`config.mk`:
```
export PLATFORM = sky130hd
export DESIGN_NAME = periph_top
export DESIGN_NICKNAME = d
export VERILOG_FILES = /design/src/periph_pkg.sv /design/src/reg_decoder.sv /design/src/irq_ctrl.sv /design/src/uart_lite.sv /design/src/periph_top.sv
export VERILOG_INCLUDE_DIRS = /design/src /design/src/include
export SDC_FILE = /design/constraint.sdc
export NUM_CORES = 1
export LEC_CHECK = 0
export BUFFER_PORTS_ARGS = -buffer_cell sky130_fd_sc_hd__buf_2
export CAP_MARGIN = 20
export CORE_ASPECT_RATIO = 1.1
export CORE_UTILIZATION = 55
export CTS_CLUSTER_DIAMETER = 50
export DETAILED_ROUTE_END_ITERATION = 8
export HOLD_SLACK_MARGIN = 0.12
export PLACE_DENSITY = 0.78
export SLEW_MARGIN = 20
export SYNTH_ARGS = -nofsm -noshare
export SYNTH_HDL_FRONTEND = slang
export SYNTH_HIERARCHICAL = 1
export SYNTH_SLANG_ARGS = --single-unit
export TNS_END_PERCENT = 30
```
`constraint.sdc`:
```
create_clock -name clk_i -period 32.8 [get_ports clk_i]
set_input_delay 3.28 -clock clk_i [delete_from_list [all_inputs] [get_ports clk_i]]
set_output_delay 3.28 -clock clk_i [all_outputs]
set_load 0.05 [all_outputs]
```
`src/include/periph_consts.svh`:
```
`ifndef PERIPH_CONSTS_SVH
`define PERIPH_CONSTS_SVH

// Register bus
`define PERIPH_ADDR_W    12
`define PERIPH_DATA_W    32
`define PERIPH_OFFS_W    8
`define PERIPH_ERR_RDATA 32'hDEADBEEF

// Peripheral select, address bits [11:8]
`define PERIPH_SEL_IRQ   4'd0
`define PERIPH_SEL_UART  4'd1

// Interrupt controller
`define IRQ_NUM_SOURCES  8
`define IRQ_NUM_TARGETS  2
`define IRQ_PRIO_W       3
`define IRQ_PRIO_OFFS    8'h00
`define IRQ_PENDING_OFFS 8'h40
`define IRQ_ENABLE_OFFS  8'h80
`define IRQ_THRESH_OFFS  8'hC0
`define IRQ_CLAIM_OFFS   8'hE0

// UART
`define UART_DATA_OFFS   8'h00
`define UART_STATUS_OFFS 8'h04
`define UART_DIV_OFFS    8'h08
`define UART_IE_OFFS     8'h0C
`define UART_DIV_W       16
`define UART_DIV_RESET   16'd16

`endif

```
`src/periph_pkg.sv`:
```
`include "periph_consts.svh"

package periph_pkg;

    // ------------------------------
    // Register bus field types
    // ------------------------------
    typedef logic [`PERIPH_ADDR_W-1:0] reg_addr_t;
    typedef logic [`PERIPH_DATA_W-1:0] reg_data_t;

    // Offset inside one peripheral page
    typedef logic [`PERIPH_OFFS_W-1:0] reg_offs_t;

    // ------------------------------
    // Request and response
    // ------------------------------

    // From the single master, valid is a one-cycle strobe
    typedef struct packed {
        logic      valid;
        logic      write;
        reg_addr_t addr;
        reg_data_t wdata;
    } reg_req_t;

    // Always answered one cycle after the request
    typedef struct packed {
        logic      valid;
        reg_data_t rdata;
        logic      error;
    } reg_rsp_t;

endpackage

```
`src/reg_decoder.sv`:
```
`timescale 1ns/1ps
`include "periph_consts.svh"

module reg_decoder import periph_pkg::*; (
    input  logic     clk_i,
    input  logic     rst_n_i,
    input  reg_req_t req_i,
    input  reg_rsp_t irq_rsp_i,
    input  reg_rsp_t uart_rsp_i,
    output reg_req_t irq_req_o,
    output reg_req_t uart_req_o,
    output reg_rsp_t rsp_o
);

    typedef enum logic [1:0] {
        sel_irq,
        sel_uart,
        sel_none
    } sel_e;

    logic [`PERIPH_ADDR_W-`PERIPH_OFFS_W-1:0] page;
    sel_e                                     sel_d;
    sel_e                                     sel_q;
    reg_req_t                                 fwd_req;
    logic                                     err_valid_q;

    // ------------------------------
    // Request routing
    // ------------------------------
    assign page = req_i.addr[`PERIPH_ADDR_W-1:`PERIPH_OFFS_W];

    always_comb begin
        case (page)
            `PERIPH_SEL_IRQ:  sel_d = sel_irq;
            `PERIPH_SEL_UART: sel_d = sel_uart;
            default:          sel_d = sel_none;
        endcase
    end

    // Peers only see the offset inside their page
    always_comb begin
        fwd_req      = req_i;
        fwd_req.addr = reg_addr_t'(req_i.addr[`PERIPH_OFFS_W-1:0]);

        irq_req_o        = fwd_req;
        irq_req_o.valid  = req_i.valid && sel_d == sel_irq;
        uart_req_o       = fwd_req;
        uart_req_o.valid = req_i.valid && sel_d == sel_uart;
    end

    // ------------------------------
    // Response selection
    // ------------------------------
    always_ff @(posedge clk_i or negedge rst_n_i) begin
        if (!rst_n_i) begin
            sel_q       <= sel_none;
            err_valid_q <= 1'b0;
        end else begin
            err_valid_q <= req_i.valid && sel_d == sel_none;
            // Held until the next request, peers pulse valid for one cycle
            if (req_i.valid) begin
                sel_q <= sel_d;
            end
        end
    end

    always_comb begin
        case (sel_q)
            sel_irq:  rsp_o = irq_rsp_i;
            sel_uart: rsp_o = uart_rsp_i;
            default: begin
                rsp_o.valid = err_valid_q;
                rsp_o.rdata = `PERIPH_ERR_RDATA;
                rsp_o.error = 1'b1;
            end
        endcase
    end

endmodule

```
`src/irq_ctrl.sv`:
```
`timescale 1ns/1ps
`include "periph_consts.svh"

module irq_ctrl import periph_pkg::*; (
    input  logic                        clk_i,
    input  logic                        rst_n_i,
    input  reg_req_t                    req_i,
    input  logic [`IRQ_NUM_SOURCES-1:0] irq_src_i,
    output reg_rsp_t                    rsp_o,
    output logic [`IRQ_NUM_TARGETS-1:0] irq_o
);

    // IDs start at 1, 0 means nothing to claim
    localparam int id_w = $clog2(`IRQ_NUM_SOURCES + 1);

    logic [`IRQ_NUM_SOURCES-1:0][`IRQ_PRIO_W-1:0]     prio_q;
    logic [`IRQ_NUM_TARGETS-1:0][`IRQ_NUM_SOURCES-1:0] en_q;
    logic [`IRQ_NUM_TARGETS-1:0][`IRQ_PRIO_W-1:0]     thresh_q;
    logic [`IRQ_NUM_SOURCES-1:0]                      pending_q;
    logic [`IRQ_NUM_SOURCES-1:0]                      in_service_q;

    logic [`IRQ_NUM_TARGETS-1:0][id_w-1:0]        claim_id;
    logic [`IRQ_NUM_TARGETS-1:0][`IRQ_PRIO_W-1:0] best_prio;

    reg_offs_t                   offs;
    reg_data_t                   acc_rdata;
    logic                        acc_err;
    logic [`IRQ_NUM_SOURCES-1:0] claim_clr;
    logic [`IRQ_NUM_SOURCES-1:0] complete_clr;

    logic      rsp_valid_q;
    reg_data_t rsp_rdata_q;
    logic      rsp_err_q;

    // ------------------------------
    // Winner per target
    // ------------------------------
    always_comb begin
        claim_id  = '0;
        best_prio = '0;
        for (int t = 0; t < `IRQ_NUM_TARGETS; t++) begin
            // Strict compare, so ties go to the lowest index and prio 0 never wins
            for (int i = 0; i < `IRQ_NUM_SOURCES; i++) begin
                if (pending_q[i] && en_q[t][i] && prio_q[i] > best_prio[t]) begin
                    best_prio[t] = prio_q[i];
                    claim_id[t]  = id_w'(i + 1);
                end
            end
        end
    end

    always_comb begin
        for (int t = 0; t < `IRQ_NUM_TARGETS; t++) begin
            irq_o[t] = best_prio[t] > thresh_q[t];
        end
    end

    // ------------------------------
    // Register access
    // ------------------------------
    assign offs = req_i.addr[`PERIPH_OFFS_W-1:0];

    always_comb begin
        acc_rdata    = '0;
        acc_err      = 1'b0;
        claim_clr    = '0;
        complete_clr = '0;
        for (int i = 0; i < `IRQ_NUM_SOURCES; i++) begin
            if (offs == reg_offs_t'(`IRQ_PRIO_OFFS + 4 * i)) begin
                acc_rdata = reg_data_t'(prio_q[i]);
            end
        end
        if (offs == `IRQ_PENDING_OFFS) begin
            acc_rdata = reg_data_t'(pending_q);
            acc_err   = req_i.write;
        end
        for (int t = 0; t < `IRQ_NUM_TARGETS; t++) begin
            if (offs == reg_offs_t'(`IRQ_ENABLE_OFFS + 4 * t)) begin
                acc_rdata = reg_data_t'(en_q[t]);
            end
            if (offs == reg_offs_t'(`IRQ_THRESH_OFFS + 4 * t)) begin
                acc_rdata = reg_data_t'(thresh_q[t]);
            end
            if (offs == reg_offs_t'(`IRQ_CLAIM_OFFS + 4 * t)) begin
                acc_rdata = reg_data_t'(claim_id[t]);
                for (int i = 0; i < `IRQ_NUM_SOURCES; i++) begin
                    // Claim on read, complete on write of the same ID
                    if (req_i.valid && !req_i.write && claim_id[t] == id_w'(i + 1)) begin
                        claim_clr[i] = 1'b1;
                    end
                    if (req_i.valid && req_i.write && req_i.wdata == reg_data_t'(i + 1)) begin
                        complete_clr[i] = 1'b1;
                    end
                end
            end
        end
    end

    always_ff @(posedge clk_i or negedge rst_n_i) begin
        if (!rst_n_i) begin
            prio_q       <= '0;
            en_q         <= '0;
            thresh_q     <= '0;
            pending_q    <= '0;
            in_service_q <= '0;
            rsp_valid_q  <= 1'b0;
        end else begin
            rsp_valid_q  <= req_i.valid;
            // Level sources re-pend after completion while still high
            pending_q    <= (pending_q | (irq_src_i & ~in_service_q)) & ~claim_clr;
            in_service_q <= (in_service_q | claim_clr) & ~complete_clr;
            if (req_i.valid && req_i.write) begin
                for (int i = 0; i < `IRQ_NUM_SOURCES; i++) begin
                    if (offs == reg_offs_t'(`IRQ_PRIO_OFFS + 4 * i)) begin
                        prio_q[i] <= req_i.wdata[`IRQ_PRIO_W-1:0];
                    end
                end
                for (int t = 0; t < `IRQ_NUM_TARGETS; t++) begin
                    if (offs == reg_offs_t'(`IRQ_ENABLE_OFFS + 4 * t)) begin
                        en_q[t] <= req_i.wdata[`IRQ_NUM_SOURCES-1:0];
                    end
                    if (offs == reg_offs_t'(`IRQ_THRESH_OFFS + 4 * t)) begin
                        thresh_q[t] <= req_i.wdata[`IRQ_PRIO_W-1:0];
                    end
                end
            end
        end
    end

    always_ff @(posedge clk_i) begin
        rsp_rdata_q <= acc_rdata;
        rsp_err_q   <= acc_err;
    end

    assign rsp_o = '{valid: rsp_valid_q, rdata: rsp_rdata_q, error: rsp_err_q};

endmodule

```
`src/uart_lite.sv`:
```
`timescale 1ns/1ps
`include "periph_consts.svh"

module uart_lite import periph_pkg::*; (
    input  logic     clk_i,
    input  logic     rst_n_i,
    input  reg_req_t req_i,
    input  logic     rx_i,
    output reg_rsp_t rsp_o,
    output logic     tx_o,
    output logic     irq_o
);

    reg_offs_t offs;
    logic      wr;
    logic      rd;
    reg_data_t acc_rdata;
    logic      acc_err;
    logic      tx_start;
    logic      div_we;
    logic      ie_we;
    logic      data_rd;
    logic      status_rd;

    logic [`UART_DIV_W-1:0] div_q;
    logic                   ie_q;

    logic                   tx_busy_q;
    logic                   tx_q;
    logic [7:0]             tx_shift_q;
    logic [3:0]             tx_bits_q;
    logic [`UART_DIV_W-1:0] tx_cnt_q;

    logic [1:0]             rx_sync_q;
    logic                   rx_in;
    logic                   rx_busy_q;
    logic [3:0]             rx_bits_q;
    logic [`UART_DIV_W-1:0] rx_cnt_q;
    logic                   rx_sample;
    logic                   rx_done;
    logic [7:0]             rx_shift_q;
    logic [7:0]             rx_data_q;
    logic                   rx_valid_q;
    logic                   overrun_q;

    logic      rsp_valid_q;
    reg_data_t rsp_rdata_q;
    logic      rsp_err_q;

    // ------------------------------
    // Register access
    // ------------------------------
    assign offs = req_i.addr[`PERIPH_OFFS_W-1:0];
    assign wr   = req_i.valid && req_i.write;
    assign rd   = req_i.valid && !req_i.write;

    always_comb begin
        acc_rdata = '0;
        acc_err   = 1'b0;
        case (offs)
            `UART_DATA_OFFS: begin
                acc_rdata = reg_data_t'(rx_data_q);
                acc_err   = req_i.write && tx_busy_q;
            end
            `UART_STATUS_OFFS: begin
                acc_rdata = reg_data_t'({overrun_q, rx_valid_q, tx_busy_q});
                acc_err   = req_i.write;
            end
            `UART_DIV_OFFS: begin
                acc_rdata = reg_data_t'(div_q);
                // Zero divisor would stall both shifters
                acc_err   = req_i.write && req_i.wdata[`UART_DIV_W-1:0] == '0;
            end
            `UART_IE_OFFS: acc_rdata = reg_data_t'(ie_q);
            default: ;
        endcase
    end

    assign tx_start  = wr && offs == `UART_DATA_OFFS && !acc_err;
    assign div_we    = wr && offs == `UART_DIV_OFFS && !acc_err;
    assign ie_we     = wr && offs == `UART_IE_OFFS;
    assign data_rd   = rd && offs == `UART_DATA_OFFS;
    assign status_rd = rd && offs == `UART_STATUS_OFFS;

    always_ff @(posedge clk_i or negedge rst_n_i) begin
        if (!rst_n_i) begin
            div_q       <= `UART_DIV_RESET;
            ie_q        <= 1'b0;
            rsp_valid_q <= 1'b0;
        end else begin
            rsp_valid_q <= req_i.valid;
            if (div_we) begin
                div_q <= req_i.wdata[`UART_DIV_W-1:0];
            end
            if (ie_we) begin
                ie_q <= req_i.wdata[0];
            end
        end
    end

    always_ff @(posedge clk_i) begin
        rsp_rdata_q <= acc_rdata;
        rsp_err_q   <= acc_err;
    end

    assign rsp_o = '{valid: rsp_valid_q, rdata: rsp_rdata_q, error: rsp_err_q};

    // ------------------------------
    // Transmitter
    // ------------------------------
    // Start bit goes out on the write edge, then 9 more bit times
    always_ff @(posedge clk_i or negedge rst_n_i) begin
        if (!rst_n_i) begin
            tx_busy_q <= 1'b0;
            tx_q      <= 1'b1;
            tx_bits_q <= '0;
            tx_cnt_q  <= '0;
        end else if (tx_start) begin
            tx_busy_q <= 1'b1;
            tx_q      <= 1'b0;
            tx_bits_q <= 4'd9;
            tx_cnt_q  <= div_q - 1'b1;
        end else if (tx_busy_q) begin
            if (tx_cnt_q != '0) begin
                tx_cnt_q <= tx_cnt_q - 1'b1;
            end else if (tx_bits_q == '0) begin
                tx_busy_q <= 1'b0;
            end else begin
                tx_q      <= tx_shift_q[0];
                tx_bits_q <= tx_bits_q - 1'b1;
                tx_cnt_q  <= div_q - 1'b1;
            end
        end
    end

    // Data bits, then the stop bit shifted in from the top
    always_ff @(posedge clk_i) begin
        if (tx_start) begin
            tx_shift_q <= req_i.wdata[7:0];
        end else if (tx_busy_q && tx_cnt_q == '0) begin
            tx_shift_q <= {1'b1, tx_shift_q[7:1]};
        end
    end

    assign tx_o = tx_q;

    // ------------------------------
    // Receiver
    // ------------------------------
    always_ff @(posedge clk_i or negedge rst_n_i) begin
        if (!rst_n_i) begin
            rx_sync_q <= 2'b11;
        end else begin
            rx_sync_q <= {rx_sync_q[0], rx_i};
        end
    end

    assign rx_in     = rx_sync_q[1];
    assign rx_sample = rx_busy_q && rx_cnt_q == '0;
    assign rx_done   = rx_sample && rx_bits_q == 4'd9 && rx_in;

    // Half a bit to the start bit centre, then whole bits
    always_ff @(posedge clk_i or negedge rst_n_i) begin
        if (!rst_n_i) begin
            rx_busy_q <= 1'b0;
            rx_bits_q <= '0;
            rx_cnt_q  <= '0;
        end else if (!rx_busy_q) begin
            if (!rx_in) begin
                rx_busy_q <= 1'b1;
                rx_bits_q <= '0;
                rx_cnt_q  <= div_q >> 1;
            end
        end else if (rx_cnt_q != '0) begin
            rx_cnt_q <= rx_cnt_q - 1'b1;
        end else begin
            rx_cnt_q  <= div_q - 1'b1;
            rx_bits_q <= rx_bits_q + 1'b1;
            // Start bit gone at its centre means a glitch
            if ((rx_bits_q == '0 && rx_in) || rx_bits_q == 4'd9) begin
                rx_busy_q <= 1'b0;
            end
        end
    end

    always_ff @(posedge clk_i) begin
        if (rx_sample && rx_bits_q inside {[4'd1:4'd8]}) begin
            rx_shift_q <= {rx_in, rx_shift_q[7:1]};
        end
        if (rx_done) begin
            rx_data_q <= rx_shift_q;
        end
    end

    always_ff @(posedge clk_i or negedge rst_n_i) begin
        if (!rst_n_i) begin
            rx_valid_q <= 1'b0;
            overrun_q  <= 1'b0;
        end else begin
            if (data_rd) begin
                rx_valid_q <= 1'b0;
            end
            if (status_rd) begin
                overrun_q <= 1'b0;
            end
            // New byte wins over a read in the same cycle
            if (rx_done) begin
                rx_valid_q <= 1'b1;
                if (rx_valid_q && !data_rd) begin
                    overrun_q <= 1'b1;
                end
            end
        end
    end

    assign irq_o = rx_valid_q & ie_q;

endmodule

```
`src/periph_top.sv`:
```
`timescale 1ns/1ps
`include "periph_consts.svh"

module periph_top import periph_pkg::*; (
    input  logic                        clk_i,
    input  logic                        rst_n_i,
    input  reg_req_t                    req_i,
    input  logic [`IRQ_NUM_SOURCES-1:1] irq_src_i,
    input  logic                        uart_rx_i,
    output reg_rsp_t                    rsp_o,
    output logic [`IRQ_NUM_TARGETS-1:0] irq_o,
    output logic                        uart_tx_o
);

    reg_req_t irq_req;
    reg_rsp_t irq_rsp;
    reg_req_t uart_req;
    reg_rsp_t uart_rsp;
    logic     uart_irq;

    // UART RX takes source 0, pins the rest
    logic [`IRQ_NUM_SOURCES-1:0] irq_src;

    assign irq_src = {irq_src_i, uart_irq};

    reg_decoder i_reg_decoder (
        .clk_i      ( clk_i    ),
        .rst_n_i    ( rst_n_i  ),
        .req_i      ( req_i    ),
        .irq_rsp_i  ( irq_rsp  ),
        .uart_rsp_i ( uart_rsp ),
        .irq_req_o  ( irq_req  ),
        .uart_req_o ( uart_req ),
        .rsp_o      ( rsp_o    )
    );

    irq_ctrl i_irq_ctrl (
        .clk_i     ( clk_i   ),
        .rst_n_i   ( rst_n_i ),
        .req_i     ( irq_req ),
        .irq_src_i ( irq_src ),
        .rsp_o     ( irq_rsp ),
        .irq_o     ( irq_o   )
    );

    uart_lite i_uart_lite (
        .clk_i   ( clk_i     ),
        .rst_n_i ( rst_n_i   ),
        .req_i   ( uart_req  ),
        .rx_i    ( uart_rx_i ),
        .rsp_o   ( uart_rsp  ),
        .tx_o    ( uart_tx_o ),
        .irq_o   ( uart_irq  )
    );

endmodule

```
# Word-level counts from Yosys, hierarchy flattened
# Cells that the tools add are included.
# Widths: inputs -> output; s select.
[op_classes]
add_sub_neg = 5
mul = 0
n_div = 0
magnitude_cmp = 19
n_eq_ne = 48
n_shift = 0
mux = 120
bitwise_logic = 9
n_reduce_logical = 115
[ops]
columns = ["cell", "n"]
rows = [
  ["$eq 32x3->1 const B", 4],
  ["$mux 16", 7],
  ["$mux 8", 11],
  ["$mux 3", 28],
  ["$logic_and 1x1->1", 80],
  ["$mux 4", 17],
  ["$pmux 34 s2", 1],
  ["$eq 32x2->1 const B", 2],
  ["$pmux 16 s4", 1],
  ["$mux 1", 51],
  ["$eq 8x8->1 const B", 6],
  ["$gt 3x3->1", 16],
  ["$logic_not 16->1", 3],
  ["$sub 16x1->16 const B", 3],
  ["$eq 32x1->1 const B", 1],
  ["$eq 32x4->1 const B", 1],
  ["$eq 4x3->1 const B", 8],
  ["$eq 8x5->1 const B", 4],
  ["$reduce_bool 16->1", 2],
  ["$reduce_and 2->1", 14],
  ["$and 8x8->8", 3],
  ["$not 8->8", 3],
  ["$eq 4x2->1 const B", 4],
  ["$eq 8x4->1 const B", 2],
  ["28 further kinds", 44],
]
[totals]
reg_bits = 221
latch_bits = 0
ram_bits = 0
rom_bits = 0
input_bits = 56
out_inout_bits = 37
word_cells = 355
mem_count = 0

# Depth between registers and ports, before layout
[logic_depth]
depth_word = 32
ltp_mapped = 60

# Cells and area by module
# The synthesis kept the hierarchy.
[by_module_without_submodules]
columns = ["module", "instances", "cells_per_inst", "area_each_um2"]
rows = [
  ["irq_ctrl", 1, 682, 5992.0],
  ["uart_lite", 1, 548, 5738.0],
  ["reg_decoder", 1, 181, 1377.6],
]

# Worst setup path before layout
# No wires, ideal clock.
[synth_timing]
kind = "register to output"
startpoint = "register i_irq_ctrl.pending_q[0]"
endpoint = "output irq_o[0]"
t_arrival_ns = 10.351
required_time_ns = 29.520
setup_slack_ns = 19.169
stages_incl_launch_ff = 54
path_buffers = 3
path_cell_list = "dfrtp_1 buf_2 nand3_2 ha_1 and2b_1 o311a_2 a21oi_1 a21o_1 inv_1 ha_1 nand2_1 o22ai_1 nand2_1 o211a_1 nand2_1 mux2_2 ha_1 o41ai_1 [18 not listed] ha_1 nor2b_1 o21ai_0 nand2b_1 nand4_1 mux2_2 ha_1 nor2b_1 o21ai_0 nand2b_1 and4_1 clkbuf_1 nand2_1 o21ai_1 ha_1 a21o_1 a21oi_1 a31oi_1"
[synth_between]
elab_chain_cells = 25
[synth_rtl]
columns = ["element", "line", "source"]
rows = [
  ["start: declaration", "irq_ctrl.sv:19", "logic [`IRQ_NUM_SOURCES-1:0] pending_q;"],
  ["start signal: assignment", "irq_ctrl.sv:110", "pending_q <= (pending_q | (irq_src_i & ~in_service_q)) & ~claim_clr;"],
  ["$logic_and 1x1->1 (*) (2 in series)", "irq_ctrl.sv:44", "if (pending_q[i] && en_q[t][i] && prio_q[i] > best_prio[t]) begin"],
  ["$mux 3 (*)", "irq_ctrl.sv:44", ""],
  ["$gt 3x3->1", "irq_ctrl.sv:44", ""],
  ["$logic_and 1x1->1", "irq_ctrl.sv:44", ""],
  ["$mux 3 (*)", "irq_ctrl.sv:44", ""],
  ["$gt 3x3->1", "irq_ctrl.sv:44", ""],
  ["$logic_and 1x1->1", "irq_ctrl.sv:44", ""],
  ["$mux 3 (*)", "irq_ctrl.sv:44", ""],
  ["[8 not listed]", "--", ""],
  ["$mux 3 (*)", "irq_ctrl.sv:44", ""],
  ["$gt 3x3->1", "irq_ctrl.sv:44", ""],
  ["$logic_and 1x1->1", "irq_ctrl.sv:44", ""],
  ["$mux 3 (*)", "irq_ctrl.sv:44", ""],
  ["$gt 3x3->1", "irq_ctrl.sv:44", ""],
  ["$logic_and 1x1->1", "irq_ctrl.sv:44", ""],
  ["$mux 3 (*)", "irq_ctrl.sv:44", ""],
  ["$gt 3x3->1 (*)", "irq_ctrl.sv:54", "irq_o[t] = best_prio[t] > thresh_q[t];"],
  ["end: declaration", "periph_top.sv:11", "output logic [`IRQ_NUM_TARGETS-1:0] irq_o,"],
]
# Mark *: on every way between the ends. The rest lies on a longest branch, timed or not.

# Final worst setup path
[layout_timing]
startpoint = "register i_irq_ctrl.pending_q[0]"
endpoint = "output irq_o[1]"
# The elaborated chain is that of the path after synthesis.

==> out/metrics.cfg <==
[run_status]
status=finished, final reports clean

[placement]
io_buffers=87
dp.cells=1659
dp_hpwl_um=27000
gp_congestion=0.977

[cts]
htreeDepth=4
root_buffer=clkbuf_16
post-cts-setup-buffers=0
cts.path.max_buffers=2
cts_tree=built
cts.sinks=181
cts_buffers=17
postCtsResizedCells=0
cts_hold_buf=0
clk_pin_slew_ns=0.07
clkLatencyLatePin_ns=0.45

[timing]
rsz0062_at_grt=false
drv_slew=0
final-hold-violation-count=0
final.setup_skew_ns=0.0207
setup_violations=0
slew_headroom_pct=24.9
fin_tns_setup_ns=0
tightest_slew_ns=1.12
period_share_pct=46.6
period_minus_slack_ns=15.27
max_freq_mhz=65.5

[critical_path]
max_stage_delay_ns=0.50
end_kind=primary output
cpMostUsedCell=ha_1
path_max_fanout=10
crit_family=simple AND/OR/NAND/NOR gates
start_kind=flop
critPathSlowestCell=dfrtp_1
path_class=flop to primary output
crit_buf_inv=5
crit_arrival_ns=11.99
cp.required_ns=29.52

[finish]
layout.nets=1483
final_util_pct=58.7
layout_common_cells=125 x dfrtp_1, 110 x nand2_1, 89 x nor2_1, 86 x buf_2, 68 x mux2_2
drive_above_1_share_pct=18.8
seq_area_mm2=0.00453
layout_commonest_cell=dfrtp_1
layout.cells.non_filler=1693
multi_input_area_mm2=0.00728
syn_to_final_growth_pct=4.17
fill_cells=1983

[power_and_ir_drop]
p_clk_share_pct=39.9
ir_drop_mv=0.0309
comb_power_share_pct=11.2
switching_power_uw=148
seqPwrFrac_pct=48.9
swShare_pct=29.1
leakage_nw=5.93
power.internal_uw=361
power_density_mw_per_mm2=37.8
power.total_uw=509

[floorplanning]
die_area_mm2=0.0241
die_width_um=148
fp.dieH_um=163
boundaryPins=93
core_area_mm2=0.0229
start_util_pct=56.4
rows=58

[global_routing]
globalRoute.totalOverflow=0
grt_pass1_wl_um=56100
track_usage_pct=30.2
grt_pass1_vias=10200
antenna_found_initial=1
grt_max_degree=69

[drt]
drc=0
wl_per_cell_um=21.1
routed_via_density=6.35
drt_iter0_drc=986
drt_wl_total_um=35700
dr.pass1.iters=6
drtAntennaViolNets=0
via_count=10700

[hold_path]
min_path_type=flop to flop

[run]
cap_viol_max_count=0

[synth]
postSynthCellCount=1386
avgSynthCellArea_um2=9.32
netlist_area_mm2=0.0129
yosysWarnings=6

-- cell type report --
class                      instances  area share, %
antenna                            1         0.0186
clock buffer                      18           3.19
clock inverter                    14           1.10
inverter                          54           1.51
multi-input combinational       1031           54.1
sequential                       181           33.6
tap                              300           2.79
timing repair buffer              94           3.67
-- worst paths after layout --
path | from | to | slack (ns) | depth (start not counted)
max | i_irq_ctrl/pending_q[0] | irq_o[1] | 17.53 | 53
min | i_uart_lite/rx_sync_q[0] | i_uart_lite/rx_sync_q[1] | 0.36 | 0
max reg2reg | i_irq_ctrl/pending_q[0] | i_irq_ctrl/pending_q[3] | 21.15 | 48
min reg2reg | i_uart_lite/rx_sync_q[0] | i_uart_lite/rx_sync_q[1] | 0.36 | 0
max in group asynchronous | rst_n_i | i_reg_decoder/sel_q[0] | 28.60 | 2
min in group asynchronous | rst_n_i | i_uart_lite/rx_cnt_q[7] | 2.83 | 1
-- power by group through the flow --
stage                     sequential [mW]  combinational, mW  clock [mW]
final                               0.249             0.0570       0.203
after global routing                0.250             0.0631       0.215
after CTS                           0.248             0.0568       0.206
after detailed placement            0.253             0.0566           0
after global placement              0.252             0.0555           0
after floorplan                     0.246             0.0544           0
-- flip-flops by register name, indices dropped and copies added, names as in the netlist, 16 cells and up --
signal,flops
i_uart_lite/rx_cnt_q,16
i_uart_lite/tx_cnt_q,16
i_irq_ctrl/en_q,16
i_uart_lite/div_q,16
i_irq_ctrl/prio_q,24
i_uart_lite/rsp_rdata_q,16
-- layer usage --
metal  up-vias  share of wire (%)  GRT usage [%]
met5         -                  0              0
met4         0                4.4           14.5
met3       102                6.1           4.26
met2       435                 49           50.6
met1      5224                 41           38.4
li1       4985                  -              -
-- through the flow --
stage	instance area (um^2)	hold WS, ns	worst slack [ns]
2_1_floorplan	13100	0.345	19.17
3_3_place_gp	12900	0.346	18.06
5_1_grt	13500	0.358	16.56
6_report	13500	0.356	17.53
4_1_cts	13400	0.357	17.60
3_5_place_dp	12900	0.347	18.13
(Power assumes the default switching activity.)
